File: config.mk
export PLATFORM = sky130hd
export DESIGN_NAME = ldu_cq
export DESIGN_NICKNAME = d
export VERILOG_FILES = /design/src/design/ldu_cq_cfg_pkg.sv /design/src/design/ldu_cq_msg_pkg.sv /design/src/design/ldu_cq_entry_array.sv /design/src/design/ldu_cq_oldest_arbiter.sv /design/src/design/ldu_cq.sv
export SDC_FILE = /design/constraint.sdc
export NUM_CORES = 2
export LEC_CHECK = 0
export BUFFER_PORTS_ARGS = -buffer_cell sky130_fd_sc_hd__buf_4
export CAP_MARGIN = 20
export CORE_ASPECT_RATIO = 0.7
export CORE_MARGIN = 8
export CORE_UTILIZATION = 45
export CTS_CLUSTER_SIZE = 12
export DETAILED_ROUTE_END_ITERATION = 8
export PLACE_DENSITY = 0.63
export SKIP_CTS_REPAIR_TIMING = 1
export SYNTH_ARGS = -nofsm -noshare
export SYNTH_HDL_FRONTEND = slang
export SYNTH_HIERARCHICAL = 1
export SYNTH_SLANG_ARGS = --single-unit
File: constraint.sdc
create_clock -name CLK -period 2.6 [get_ports CLK]
set_input_delay 0.52 -clock CLK [delete_from_list [all_inputs] [get_ports CLK]]
set_output_delay 0.52 -clock CLK [all_outputs]
set_load 0.1 [all_outputs]
File: src/design/ldu_cq_cfg_pkg.sv
/*
    load unit central queue configuration
    widths of the core fields the queue tracks, plus derived constants
*/

package ldu_cq_cfg_pkg;

    // ----------------------------------------
    // core widths

    localparam int LOG_ROB_ENTRIES = 7;
    localparam int LOG_PR_COUNT = 7;

    // ----------------------------------------
    // memory side widths

    // physical address with byte offset bits dropped
    localparam int PA_WORD_WIDTH = 30;
    localparam int PPN_WIDTH = 20;

    // page offset in words, what is left of the PA word under the PPN
    localparam int PO_WORD_WIDTH = PA_WORD_WIDTH - PPN_WIDTH;

    localparam int LOAD_OP_WIDTH = 4;
    localparam int BYTE_MASK_WIDTH = 4;
    localparam int DATA_WIDTH = 32;

endpackage

File: src/design/ldu_cq_msg_pkg.sv
/*
    load unit central queue messages
    packed structs for each message entering or leaving the queue
*/

package ldu_cq_msg_pkg;

    import ldu_cq_cfg_pkg::*;

    // ----------------------------------------
    // inbound

    // issued load from dispatch
    typedef struct packed {
        logic [LOAD_OP_WIDTH-1:0]   op;
        logic [LOG_PR_COUNT-1:0]    dest_PR;
        logic [LOG_ROB_ENTRIES-1:0] ROB_index;
    } ldu_enq_t;

    // pipeline result for one entry
    // both hit bits high is a clean hit
    typedef struct packed {
        logic                       dtlb_hit;
        logic                       dcache_hit;
        logic [PA_WORD_WIDTH-1:0]   PA_word;
        logic [BYTE_MASK_WIDTH-1:0] byte_mask;
        logic [DATA_WIDTH-1:0]      data;
    } ldu_info_ret_t;

    // translation filled after a dtlb miss
    typedef struct packed {
        logic [PA_WORD_WIDTH-1:0] PA_word;
    } dtlb_resp_t;

    // load data after a dcache miss
    typedef struct packed {
        logic [DATA_WIDTH-1:0] data;
    } dcache_resp_t;

    // ----------------------------------------
    // outbound

    // re-access once the translation is known
    typedef struct packed {
        logic [PPN_WIDTH-1:0]       PPN;
        logic [PO_WORD_WIDTH-1:0]   PO_word;
        logic [BYTE_MASK_WIDTH-1:0] byte_mask;
    } second_try_t;

    // writeback of load data
    typedef struct packed {
        logic [DATA_WIDTH-1:0]      data;
        logic [LOG_PR_COUNT-1:0]    dest_PR;
        logic [LOG_ROB_ENTRIES-1:0] ROB_index;
    } data_try_t;

endpackage

File: src/design/ldu_cq_entry_array.sv
/*
    load unit central queue entry array
    circular entry storage, per-entry event handling, commit marking,
    head dequeue with credit return, and payload read-out for launches
*/

module ldu_cq_entry_array import ldu_cq_cfg_pkg::*, ldu_cq_msg_pkg::*; #(
    parameter int LDU_CQ_ENTRIES = 8,
    localparam int LOG_LDU_CQ_ENTRIES = $clog2(LDU_CQ_ENTRIES)
) (
    input  logic                            CLK,
    input  logic                            nRST,

    // enqueue
    input  logic                            enq_valid,
    input  ldu_enq_t                        enq,
    output logic                            credit_ret,

    // pipeline info return
    input  logic                            info_ret_valid,
    input  logic [LOG_LDU_CQ_ENTRIES-1:0]   info_ret_cq_index,
    input  ldu_info_ret_t                   info_ret,

    // miss responses
    input  logic                            dtlb_resp_valid,
    input  logic [LOG_LDU_CQ_ENTRIES-1:0]   dtlb_resp_cq_index,
    input  dtlb_resp_t                      dtlb_resp,
    input  logic                            dcache_resp_valid,
    input  logic [LOG_LDU_CQ_ENTRIES-1:0]   dcache_resp_cq_index,
    input  dcache_resp_t                    dcache_resp,

    // commit
    input  logic                            commit_valid,
    input  logic [LOG_ROB_ENTRIES-1:0]      commit_ROB_index,

    // requests to arbiters
    output logic [LDU_CQ_ENTRIES-1:0]       second_try_req_vec,
    output logic [LDU_CQ_ENTRIES-1:0]       data_try_req_vec,
    output logic [LDU_CQ_ENTRIES-1:0]       complete_req_vec,
    output logic [LOG_LDU_CQ_ENTRIES-1:0]   head_index,

    // accepted picks
    input  logic [LDU_CQ_ENTRIES-1:0]       second_try_grant,
    input  logic [LDU_CQ_ENTRIES-1:0]       data_try_grant,
    input  logic [LDU_CQ_ENTRIES-1:0]       complete_grant,

    // launch read ports
    input  logic [LOG_LDU_CQ_ENTRIES-1:0]   second_try_cq_index,
    input  logic [LOG_LDU_CQ_ENTRIES-1:0]   data_try_cq_index,
    input  logic [LOG_LDU_CQ_ENTRIES-1:0]   complete_cq_index,
    output second_try_t                     second_try,
    output data_try_t                       data_try,
    output logic [LOG_ROB_ENTRIES-1:0]      ldu_complete_ROB_index
);

    // ----------------------------------------
    // entry record

    typedef struct packed {
        logic valid;
        logic committed;
        logic complete;
        logic second_try_req;
        logic data_try_req;
        logic complete_req;
    } entry_ctrl_t;

    typedef struct packed {
        logic [LOG_PR_COUNT-1:0]    dest_PR;
        logic [LOG_ROB_ENTRIES-1:0] ROB_index;
        logic [PA_WORD_WIDTH-1:0]   PA_word;
        logic [BYTE_MASK_WIDTH-1:0] byte_mask;
        logic [DATA_WIDTH-1:0]      data;
    } entry_data_t;

    entry_ctrl_t [LDU_CQ_ENTRIES-1:0] ctrl_q, ctrl_d;
    entry_data_t [LDU_CQ_ENTRIES-1:0] data_q;

    logic [LOG_LDU_CQ_ENTRIES-1:0] enq_ptr, deq_ptr;
    logic deq_perform;

    logic [LDU_CQ_ENTRIES-1:0] info_ret_by_entry;
    logic [LDU_CQ_ENTRIES-1:0] dtlb_resp_by_entry;
    logic [LDU_CQ_ENTRIES-1:0] dcache_resp_by_entry;
    logic [LDU_CQ_ENTRIES-1:0] valid_vec;

    // ----------------------------------------
    // event decode

    always_comb begin
        info_ret_by_entry = '0;
        dtlb_resp_by_entry = '0;
        dcache_resp_by_entry = '0;
        info_ret_by_entry[info_ret_cq_index] = info_ret_valid;
        dtlb_resp_by_entry[dtlb_resp_cq_index] = dtlb_resp_valid;
        dcache_resp_by_entry[dcache_resp_cq_index] = dcache_resp_valid;
    end

    // head leaves once complete and committed
    assign deq_perform = ctrl_q[deq_ptr].valid & ctrl_q[deq_ptr].complete
        & ctrl_q[deq_ptr].committed;

    // ----------------------------------------
    // per-entry state

    always_comb begin
        ctrl_d = ctrl_q;
        for (int i = 0; i < LDU_CQ_ENTRIES; i++) begin
            valid_vec[i] = ctrl_q[i].valid;

            // picks taken by the launch stages
            if (second_try_grant[i]) ctrl_d[i].second_try_req = 1'b0;
            if (data_try_grant[i]) ctrl_d[i].data_try_req = 1'b0;
            if (complete_grant[i]) begin
                ctrl_d[i].complete_req = 1'b0;
                ctrl_d[i].complete = 1'b1;
            end

            // clean hit goes straight to writeback
            // a miss of either kind waits for its response
            if (info_ret_by_entry[i] & info_ret.dtlb_hit & info_ret.dcache_hit) begin
                ctrl_d[i].data_try_req = 1'b1;
                ctrl_d[i].complete_req = 1'b1;
            end
            if (dtlb_resp_by_entry[i]) ctrl_d[i].second_try_req = 1'b1;
            if (dcache_resp_by_entry[i]) begin
                ctrl_d[i].data_try_req = 1'b1;
                ctrl_d[i].complete_req = 1'b1;
            end

            if (commit_valid & ctrl_q[i].valid & (data_q[i].ROB_index == commit_ROB_index)) begin
                ctrl_d[i].committed = 1'b1;
            end
        end

        if (deq_perform) ctrl_d[deq_ptr] = '0;
        if (enq_valid) begin
            ctrl_d[enq_ptr] = '0;
            ctrl_d[enq_ptr].valid = 1'b1;
        end
    end

    always_ff @(posedge CLK, negedge nRST) begin
        if (~nRST) begin
            ctrl_q <= '0;
            enq_ptr <= '0;
            deq_ptr <= '0;
            credit_ret <= 1'b0;
        end else begin
            ctrl_q <= ctrl_d;
            credit_ret <= deq_perform;
            if (enq_valid) begin
                enq_ptr <= (enq_ptr == LOG_LDU_CQ_ENTRIES'(LDU_CQ_ENTRIES - 1)) ? '0
                    : enq_ptr + 1'b1;
            end
            if (deq_perform) begin
                deq_ptr <= (deq_ptr == LOG_LDU_CQ_ENTRIES'(LDU_CQ_ENTRIES - 1)) ? '0
                    : deq_ptr + 1'b1;
            end
        end
    end

    // payload fields
    always_ff @(posedge CLK) begin
        if (enq_valid) begin
            data_q[enq_ptr].dest_PR <= enq.dest_PR;
            data_q[enq_ptr].ROB_index <= enq.ROB_index;
        end
        if (info_ret_valid) begin
            data_q[info_ret_cq_index].PA_word <= info_ret.PA_word;
            data_q[info_ret_cq_index].byte_mask <= info_ret.byte_mask;
            data_q[info_ret_cq_index].data <= info_ret.data;
        end
        if (dtlb_resp_valid) data_q[dtlb_resp_cq_index].PA_word <= dtlb_resp.PA_word;
        if (dcache_resp_valid) data_q[dcache_resp_cq_index].data <= dcache_resp.data;
    end

    // ----------------------------------------
    // requests and read-out

    always_comb begin
        for (int i = 0; i < LDU_CQ_ENTRIES; i++) begin
            second_try_req_vec[i] = ctrl_q[i].second_try_req;
            data_try_req_vec[i] = ctrl_q[i].data_try_req;
            complete_req_vec[i] = ctrl_q[i].complete_req;
        end
    end

    assign head_index = deq_ptr;

    always_comb begin
        second_try.PPN = data_q[second_try_cq_index].PA_word[PA_WORD_WIDTH-1 -: PPN_WIDTH];
        second_try.PO_word = data_q[second_try_cq_index].PA_word[PO_WORD_WIDTH-1:0];
        second_try.byte_mask = data_q[second_try_cq_index].byte_mask;
        data_try.data = data_q[data_try_cq_index].data;
        data_try.dest_PR = data_q[data_try_cq_index].dest_PR;
        data_try.ROB_index = data_q[data_try_cq_index].ROB_index;
        ldu_complete_ROB_index = data_q[complete_cq_index].ROB_index;
    end

    // dispatcher credits must keep enqueue off live entries
    a_enq_free: assert property (@(posedge CLK) disable iff (~nRST)
        enq_valid |-> ~ctrl_q[enq_ptr].valid);

    // pipeline and miss handlers only answer for loads still queued
    a_event_live: assert property (@(posedge CLK) disable iff (~nRST)
        ~|((info_ret_by_entry | dtlb_resp_by_entry | dcache_resp_by_entry) & ~valid_vec));

endmodule

File: src/design/ldu_cq_oldest_arbiter.sv
/*
    oldest-first arbiter with launch register
    picks the requesting entry nearest the head, wrapping past the end,
    and holds the pick in a valid/ack launch stage
*/

module ldu_cq_oldest_arbiter #(
    parameter int LDU_CQ_ENTRIES = 8,
    localparam int LOG_LDU_CQ_ENTRIES = $clog2(LDU_CQ_ENTRIES)
) (
    input  logic                            CLK,
    input  logic                            nRST,

    input  logic [LDU_CQ_ENTRIES-1:0]       req_vec,
    input  logic [LOG_LDU_CQ_ENTRIES-1:0]   head_index,

    input  logic                            ack,
    output logic                            launch_valid,
    output logic [LOG_LDU_CQ_ENTRIES-1:0]   launch_index,

    output logic [LDU_CQ_ENTRIES-1:0]       grant
);

    logic [LDU_CQ_ENTRIES-1:0] masked_req;
    logic [LDU_CQ_ENTRIES-1:0] pick_one_hot;
    logic [LOG_LDU_CQ_ENTRIES-1:0] pick_index;
    logic load_en;

    // ----------------------------------------
    // pick

    always_comb begin
        for (int i = 0; i < LDU_CQ_ENTRIES; i++) begin
            masked_req[i] = req_vec[i] & (i >= int'(head_index));
        end

        // lowest overall, overridden by lowest at or above head
        pick_index = '0;
        for (int i = LDU_CQ_ENTRIES - 1; i >= 0; i--) begin
            if (req_vec[i]) pick_index = LOG_LDU_CQ_ENTRIES'(i);
        end
        for (int i = LDU_CQ_ENTRIES - 1; i >= 0; i--) begin
            if (masked_req[i]) pick_index = LOG_LDU_CQ_ENTRIES'(i);
        end

        pick_one_hot = '0;
        pick_one_hot[pick_index] = |req_vec;
    end

    // ----------------------------------------
    // launch stage

    // stalled only by a valid launch still waiting on ack
    assign load_en = ~(launch_valid & ~ack);

    always_ff @(posedge CLK, negedge nRST) begin
        if (~nRST) begin
            launch_valid <= 1'b0;
            launch_index <= '0;
        end else if (load_en) begin
            launch_valid <= |req_vec;
            launch_index <= pick_index;
        end
    end

    assign grant = pick_one_hot & {LDU_CQ_ENTRIES{load_en}};

    a_grant_onehot: assert property (@(posedge CLK) disable iff (~nRST)
        $onehot0(grant));

    a_hold: assert property (@(posedge CLK) disable iff (~nRST)
        launch_valid & ~ack |=> launch_valid & $stable(launch_index));

endmodule

File: src/design/ldu_cq.sv
/*
    load unit central queue
    tracks issued loads in order and launches second tries, data tries
    and completion notices for them
*/

module ldu_cq import ldu_cq_cfg_pkg::*, ldu_cq_msg_pkg::*; #(
    parameter int LDU_CQ_ENTRIES = 8,
    localparam int LOG_LDU_CQ_ENTRIES = $clog2(LDU_CQ_ENTRIES)
) (
    input  logic                            CLK,
    input  logic                            nRST,

    // enqueue from dispatch, credit based
    input  logic                            enq_valid,
    input  ldu_enq_t                        enq,
    output logic                            credit_ret,

    // pipeline info return
    input  logic                            info_ret_valid,
    input  logic [LOG_LDU_CQ_ENTRIES-1:0]   info_ret_cq_index,
    input  ldu_info_ret_t                   info_ret,

    // dtlb miss response
    input  logic                            dtlb_resp_valid,
    input  logic [LOG_LDU_CQ_ENTRIES-1:0]   dtlb_resp_cq_index,
    input  dtlb_resp_t                      dtlb_resp,

    // dcache miss response
    input  logic                            dcache_resp_valid,
    input  logic [LOG_LDU_CQ_ENTRIES-1:0]   dcache_resp_cq_index,
    input  dcache_resp_t                    dcache_resp,

    // second try
    output logic                            second_try_valid,
    output logic [LOG_LDU_CQ_ENTRIES-1:0]   second_try_cq_index,
    output second_try_t                     second_try,
    input  logic                            second_try_ack,

    // data try
    output logic                            data_try_valid,
    output logic [LOG_LDU_CQ_ENTRIES-1:0]   data_try_cq_index,
    output data_try_t                       data_try,
    input  logic                            data_try_ack,

    // ROB completion, never back-pressured
    output logic                            ldu_complete_valid,
    output logic [LOG_ROB_ENTRIES-1:0]      ldu_complete_ROB_index,

    // ROB commit
    input  logic                            commit_valid,
    input  logic [LOG_ROB_ENTRIES-1:0]      commit_ROB_index
);

    logic [LDU_CQ_ENTRIES-1:0] second_try_req_vec, data_try_req_vec, complete_req_vec;
    logic [LDU_CQ_ENTRIES-1:0] second_try_grant, data_try_grant, complete_grant;
    logic [LOG_LDU_CQ_ENTRIES-1:0] head_index;
    logic [LOG_LDU_CQ_ENTRIES-1:0] complete_cq_index;

    // ----------------------------------------
    // entries

    ldu_cq_entry_array #(.LDU_CQ_ENTRIES(LDU_CQ_ENTRIES)) entry_array_i (
        .CLK, .nRST,
        .enq_valid, .enq, .credit_ret,
        .info_ret_valid, .info_ret_cq_index, .info_ret,
        .dtlb_resp_valid, .dtlb_resp_cq_index, .dtlb_resp,
        .dcache_resp_valid, .dcache_resp_cq_index, .dcache_resp,
        .commit_valid, .commit_ROB_index,
        .second_try_req_vec, .data_try_req_vec, .complete_req_vec,
        .head_index,
        .second_try_grant, .data_try_grant, .complete_grant,
        .second_try_cq_index, .data_try_cq_index, .complete_cq_index,
        .second_try, .data_try, .ldu_complete_ROB_index
    );

    // ----------------------------------------
    // launch arbiters

    ldu_cq_oldest_arbiter #(.LDU_CQ_ENTRIES(LDU_CQ_ENTRIES)) second_try_arb_i (
        .CLK, .nRST,
        .req_vec(second_try_req_vec), .head_index,
        .ack(second_try_ack),
        .launch_valid(second_try_valid), .launch_index(second_try_cq_index),
        .grant(second_try_grant)
    );

    ldu_cq_oldest_arbiter #(.LDU_CQ_ENTRIES(LDU_CQ_ENTRIES)) data_try_arb_i (
        .CLK, .nRST,
        .req_vec(data_try_req_vec), .head_index,
        .ack(data_try_ack),
        .launch_valid(data_try_valid), .launch_index(data_try_cq_index),
        .grant(data_try_grant)
    );

    // ROB always takes the notice
    ldu_cq_oldest_arbiter #(.LDU_CQ_ENTRIES(LDU_CQ_ENTRIES)) complete_arb_i (
        .CLK, .nRST,
        .req_vec(complete_req_vec), .head_index,
        .ack(1'b1),
        .launch_valid(ldu_complete_valid), .launch_index(complete_cq_index),
        .grant(complete_grant)
    );

endmodule

Word-level counts from Yosys, hierarchy flattened
Cells that the tools add are included.
{ "totals": {"register_bits": 707, "input_bits": 173, "out_inout_bits": 97, "word_cells": 384} }
{ "op_classes": {"add_sub_neg": 2, "magnitude_cmp": 26, "eq_ne": 10, "mux": 165, "bitwise": 73, "n_reduce_logical": 11} }
{ "ops": {"columns": ["op", "n"], "rows": [
  ["$bwmux 640", 7],
  ["$mux 640", 4],
  ["$demux 80 s3", 7],
  ["$bmux 80 s3", 3],
  ["$mux 66", 3],
  ["$mux 80", 2],
  ["$mux 73", 2],
  ["$mux 3", 47],
  ["$and 48x48->48", 2],
  ["$mux 48", 2],
  ["$not 48->48", 2],
  ["$and 8x8->8", 8],
  ["$mux 32", 2],
  ["$and 1x1->1", 57],
  ["$eq 7x7->1", 8],
  ["$demux 6 s3", 3],
  ["$mux 1", 54],
  ["$bwmux 48", 1],
  ["$lt 3x4->1 const B", 11],
  ["$mux 36", 1],
  ["$mux 2", 16],
  ["$ge 3x1->1 const B", 8],
  ["$mux 6", 4],
  ["$reduce_or 8->1", 3],
  ["other kinds (9)", 30]
]} }

Logic depth before layout (Yosys ltp)
{ "depth": {"ltp_word": 29, "depth_mapped": 10, "depth_no_buf": 9} }

Modules after synthesis
The synthesis kept the hierarchy.
{ "by_module_without_submodules": {"columns": ["module", "n_inst", "cells_per_inst", "area_each_um2", "seq_area_each_um2"], "rows": [
  ["ldu_cq_entry_array", 1, 3398, 33196.8, 15630.0],
  ["ldu_cq_oldest_arbiter at complete_arb_i ...", 2, 68, 469.2, 100.1],
  ["ldu_cq_oldest_arbiter at second_try_arb_i", 1, 66, 519.2, 100.1],
  ["ldu_cq", 1, 1, 3.8, 0.0]
]} }

Worst setup path before layout
OpenSTA, ideal clock, no wires.
{ "synth_path": {"kind": "register to output", "from": "reg second_try_arb_i.launch_index[0]", "to": "out second_try[3] (netlist bit)", "arrival_time_ns": 2.787, "t_required_ns": 2.080, "setup_slack_ns": -0.707, "path_stages_with_launch": 6, "path_buffers": 3, "cell_sequence": "dfrtp_1 -> buf_2 -> buf_2 -> buf_2 -> mux4_2 -> mux2_2"} }
{ "synth_rtl": {"columns": ["element", "line_no", "rtl"], "rows": [
  ["from (decl)", "ldu_cq_oldest_arbiter.sv:19", "output logic [LOG_LDU_CQ_ENTRIES-1:0] launch_index,"],
  ["from (signal assigned)", "ldu_cq_oldest_arbiter.sv:62", "launch_index <= pick_index;"],
  ["to (decl)", "ldu_cq.sv:37", "output second_try_t second_try,"]
]} }

==> results.py <==
metrics = {
    "global_routing": {
        "grt_overflow": 0,
        "grt_util_met3": 0.0510,
        "met2_usage": 0.388,
        "antenna_found_initial": 8,
        "grt_max_degree": 67,
        "grt_first_pass_wirelength_um": 163000,
        "grt_pass1_vias": 26500,
        "grt_use_met1": 0.333,
        "grt.total_usage": 0.241,
        "grt-busiest-layer": "met2",
    },
    "synth": {
        "synth_most_common_cell": "nand2_1",
        "synth_top_area_share": 0.286,
        "async_flop_share": 0.0948,
        "synth_ff_type": "dfxtp_1",
        "ys_seq_elements": 707,
        "yosysUniqueCellTypes": 74,
        "synth_nets": 3778,
        "synth_area_leaders": "dfxtp_1 (29%), edfxtp_1 (12%), mux4_2 (11%)",
        "avgSynthCellArea_um2": 9.62,
        "seq_area_frac_synth": 0.460,
        "syn_inst": 3601,
        "syn_area_um2": 34700,
        "synth.largest_area_cell": "dfxtp_1",
        "synth.top_cells.by_count": "nand2_1 (769), dfxtp_1 (496), nor2_1 (323), mux2i_1 (254), a31oi_1 (251)",
        "synth-edff-count": 144,
        "yosys_warnings": 6,
    },
    "final_layout": {
        "post-route-util": 0.547,
        "drive_gt1_frac": 0.225,
        "fin_nets": 3861,
        "syn_to_final_growth_pct": 20.8,
    },
    "critical_path": {
        "slowest_stage": "mux4_2",
        "crit_required_ps": 2080,
        "path_max_fanout": 10,
        "arrival_ps": 2450,
        "critPathLaunchType": "flop",
        "endpoint": "data_try[38]",
        "r2r_start": "entry_array_i/head_index[1]",
        "cp_cell_sequence": "buf_12 -> buf_4 -> mux4_2 -> mux2_4 -> buf_6",
        "endpoint_kind": "output port",
        "r2r_cells": 9,
        "startpoint": "data_try_arb_i/launch_index[0]",
        "r2r-end": "entry_array_i/complete_req_vec[6]",
        "max_stage_delay_ps": 500,
        "criticalPathCategory": "flop to output port",
        "r2r_setup_slack_ps": 320,
    },
    "timing": {
        "relSlewSlack": 0.512,
        "rsz0062_at_grt": "true",
        "tightest_slew_ps": 732,
        "finalSetupViolCount": 87,
        "finalCritPeriodShare": 1.14,
        "report.final.slew_viol_count": 0,
        "hold_ws_ps": 114,
        "fmax_mhz": 337,
        "fin_skew_ps": 18.4,
        "hold_violations": 0,
        "period_needed_ps": 2970,
        "setup_ws_ps": -371,
    },
    "floorplanning": {
        "ioPinCount": 270,
        "row_count": 85,
        "dieWidth_um": 348,
        "coreArea_um2": 76600,
        "start_util": 0.453,
        "die_area_um2": 86300,
        "chipHeight_um": 248,
    },
    "cts": {
        "cts.clk_slew.worst_paths_ps": 60,
        "cts-root-buf": "clkbuf_16",
        "cts.sinks": 707,
        "cts_tree": "done",
        "cts_inserted_buffers": 75,
        "clk_path_buf_depth": 3,
        "htreeDepth": 3,
        "insertion_delay_ps": 640,
    },
    "power_and_ir_drop": {
        "power_density_nw_per_um2": 1330,
        "finalPower_w": 0.0555,
        "leakage_nw": 16.1,
        "vdd_drop_max_mv": 1.09,
    },
    "detailed_routing": {
        "routedWlPerCell_um": 22.8,
        "vias": 27300,
        "firstDrtPassIters": 6,
        "drt_iter0_drc": 2740,
        "finalWirelength_um": 108000,
        "drc_errors": 0,
        "drt-vias-per-instance": 5.75,
        "final_antenna_net_count": 0,
    },
    "min_path": {
        "hp-start": "enq[3]",
        "holdPathStages": 1,
        "hp-class": "input port to flop",
    },
    "placed_design": {
        "dpl.hpwl_um": 65400,
        "place.port_buffers": 265,
        "gp_congestion": 0.846,
    },
    "status": {
        "violations": "negative setup slack",
        "outcome": "finished, violations left",
    },
    "flow_run": {
        "maxCapViolCount": 0,
    },
}
-- critical path, delay by kind of cell, from the launching register on --
| kind | cells | cell delay (ps) |
|---|---|---|
| flops | 1 | 430 |
| buf+inv | 3 | 560 |
| mux | 2 | 800 |
-- routing by layer --
metal | vias to the layer above | routed length [um]
met5 | - | 32
met4 | 6 | 2030
met3 | 174 | 8460
met2 | 1073 | 50100
met1 | 13300 | 47700
li1 | 12800 | -
-- logic make-up (layout without fill, tap and decap cells) --
logic type | after synthesis | count (layout) | synth area share
compound gates | 630 | 630 | 0.107
xor+xnor | 56 | 56 | 0.0142
fa+ha+maj | 6 | 6 | 0.00202
buf+inv | 448 | 586 | 0.0550
flops | 707 | 707 | 0.460
mux | 523 | 523 | 0.218
other cells | 1 | 7 | 0.000108
simple gates | 1230 | 1230 | 0.144
-- cell type report --
| cell class | count | area, um^2 |
|---|---|---|
| inverters | 44 | 170 |
| repair buffers | 410 | 4800 |
| flip-flops and latches | 707 | 16000 |
| well taps | 1000 | 1250 |
| clock buffers | 114 | 2230 |
| diodes | 6 | 15.0 |
| clock inverters | 18 | 171 |
| fillers | 6501 | 34700 |
| multi-input cells | 2446 | 17300 |
-- stage by stage --
step	setup slack [ps]	setup TNS [ps]	instance area [um^2]	cells
after global placement	59.4	0	38000	4580
after floorplan	-48.6	-2410	35000	3601
final	-371	-26370	41900	4745
after global routing	-448	-32630	41800	4739
after detailed placement	56.9	0	38000	4580
after CTS	-630	-44430	40400	4712
-- power breakdown --
part | switching, W | internal [W] | total, W
clock network | 0.00451 | 0.00612 | 0.0106
registers | 0.00188 | 0.0137 | 0.0156
logic | 0.0168 | 0.0125 | 0.0293
total | 0.0232 | 0.0324 | 0.0555
-- layout by cell type, fill, tap and decap left out, types with 5 or more instances in the layout --
| cell type | n |
|---|---|
| nor2b_1 | 11 |
| nor4_1 | 9 |
| buf_6 | 22 |
| xnor2_1 | 8 |
| dfrtp_4 | 5 |
| a31oi_1 | 251 |
| edfxtp_1 | 144 |
| mux4_2 | 175 |
| clkbuf_1 | 22 |
| dfrtp_1 | 59 |
| nor3b_1 | 6 |
| nand2_1 | 769 |
| o21bai_1 | 7 |
| nor3_1 | 18 |
| clkinv_2 | 14 |
| nor3_2 | 8 |
| o21ai_1 | 14 |
| o21ai_0 | 247 |
| nor2_2 | 6 |
| xor2_1 | 48 |
| mux2_4 | 87 |
| mux2_2 | 7 |
| clkbuf_16 | 85 |
| inv_1 | 40 |
| a21oi_1 | 49 |
| nand2b_1 | 20 |
| diode_2 | 6 |
| clkbuf_8 | 14 |
| a41o_1 | 6 |
| nand3_1 | 17 |
| buf_4 | 254 |
| dfxtp_1 | 496 |
| buf_8 | 16 |
| a21o_1 | 11 |
| mux2i_1 | 254 |
| nor2_1 | 318 |
| nand4_1 | 11 |
| buf_12 | 108 |
| nand4b_1 | 5 |
-- worst min path at each step --
stage | slack [ps] | end
after floorplan | 220 | complete_arb_i/launch_index[0]
after global placement | 390 | data_try_arb_i/launch_valid
after detailed placement | 390 | data_try_arb_i/launch_valid
after CTS | -300 | data_try_arb_i/launch_valid
after global routing | 90 | flop
final | 110 | flop
No activity file was read; power rests on OpenSTA's default activity.
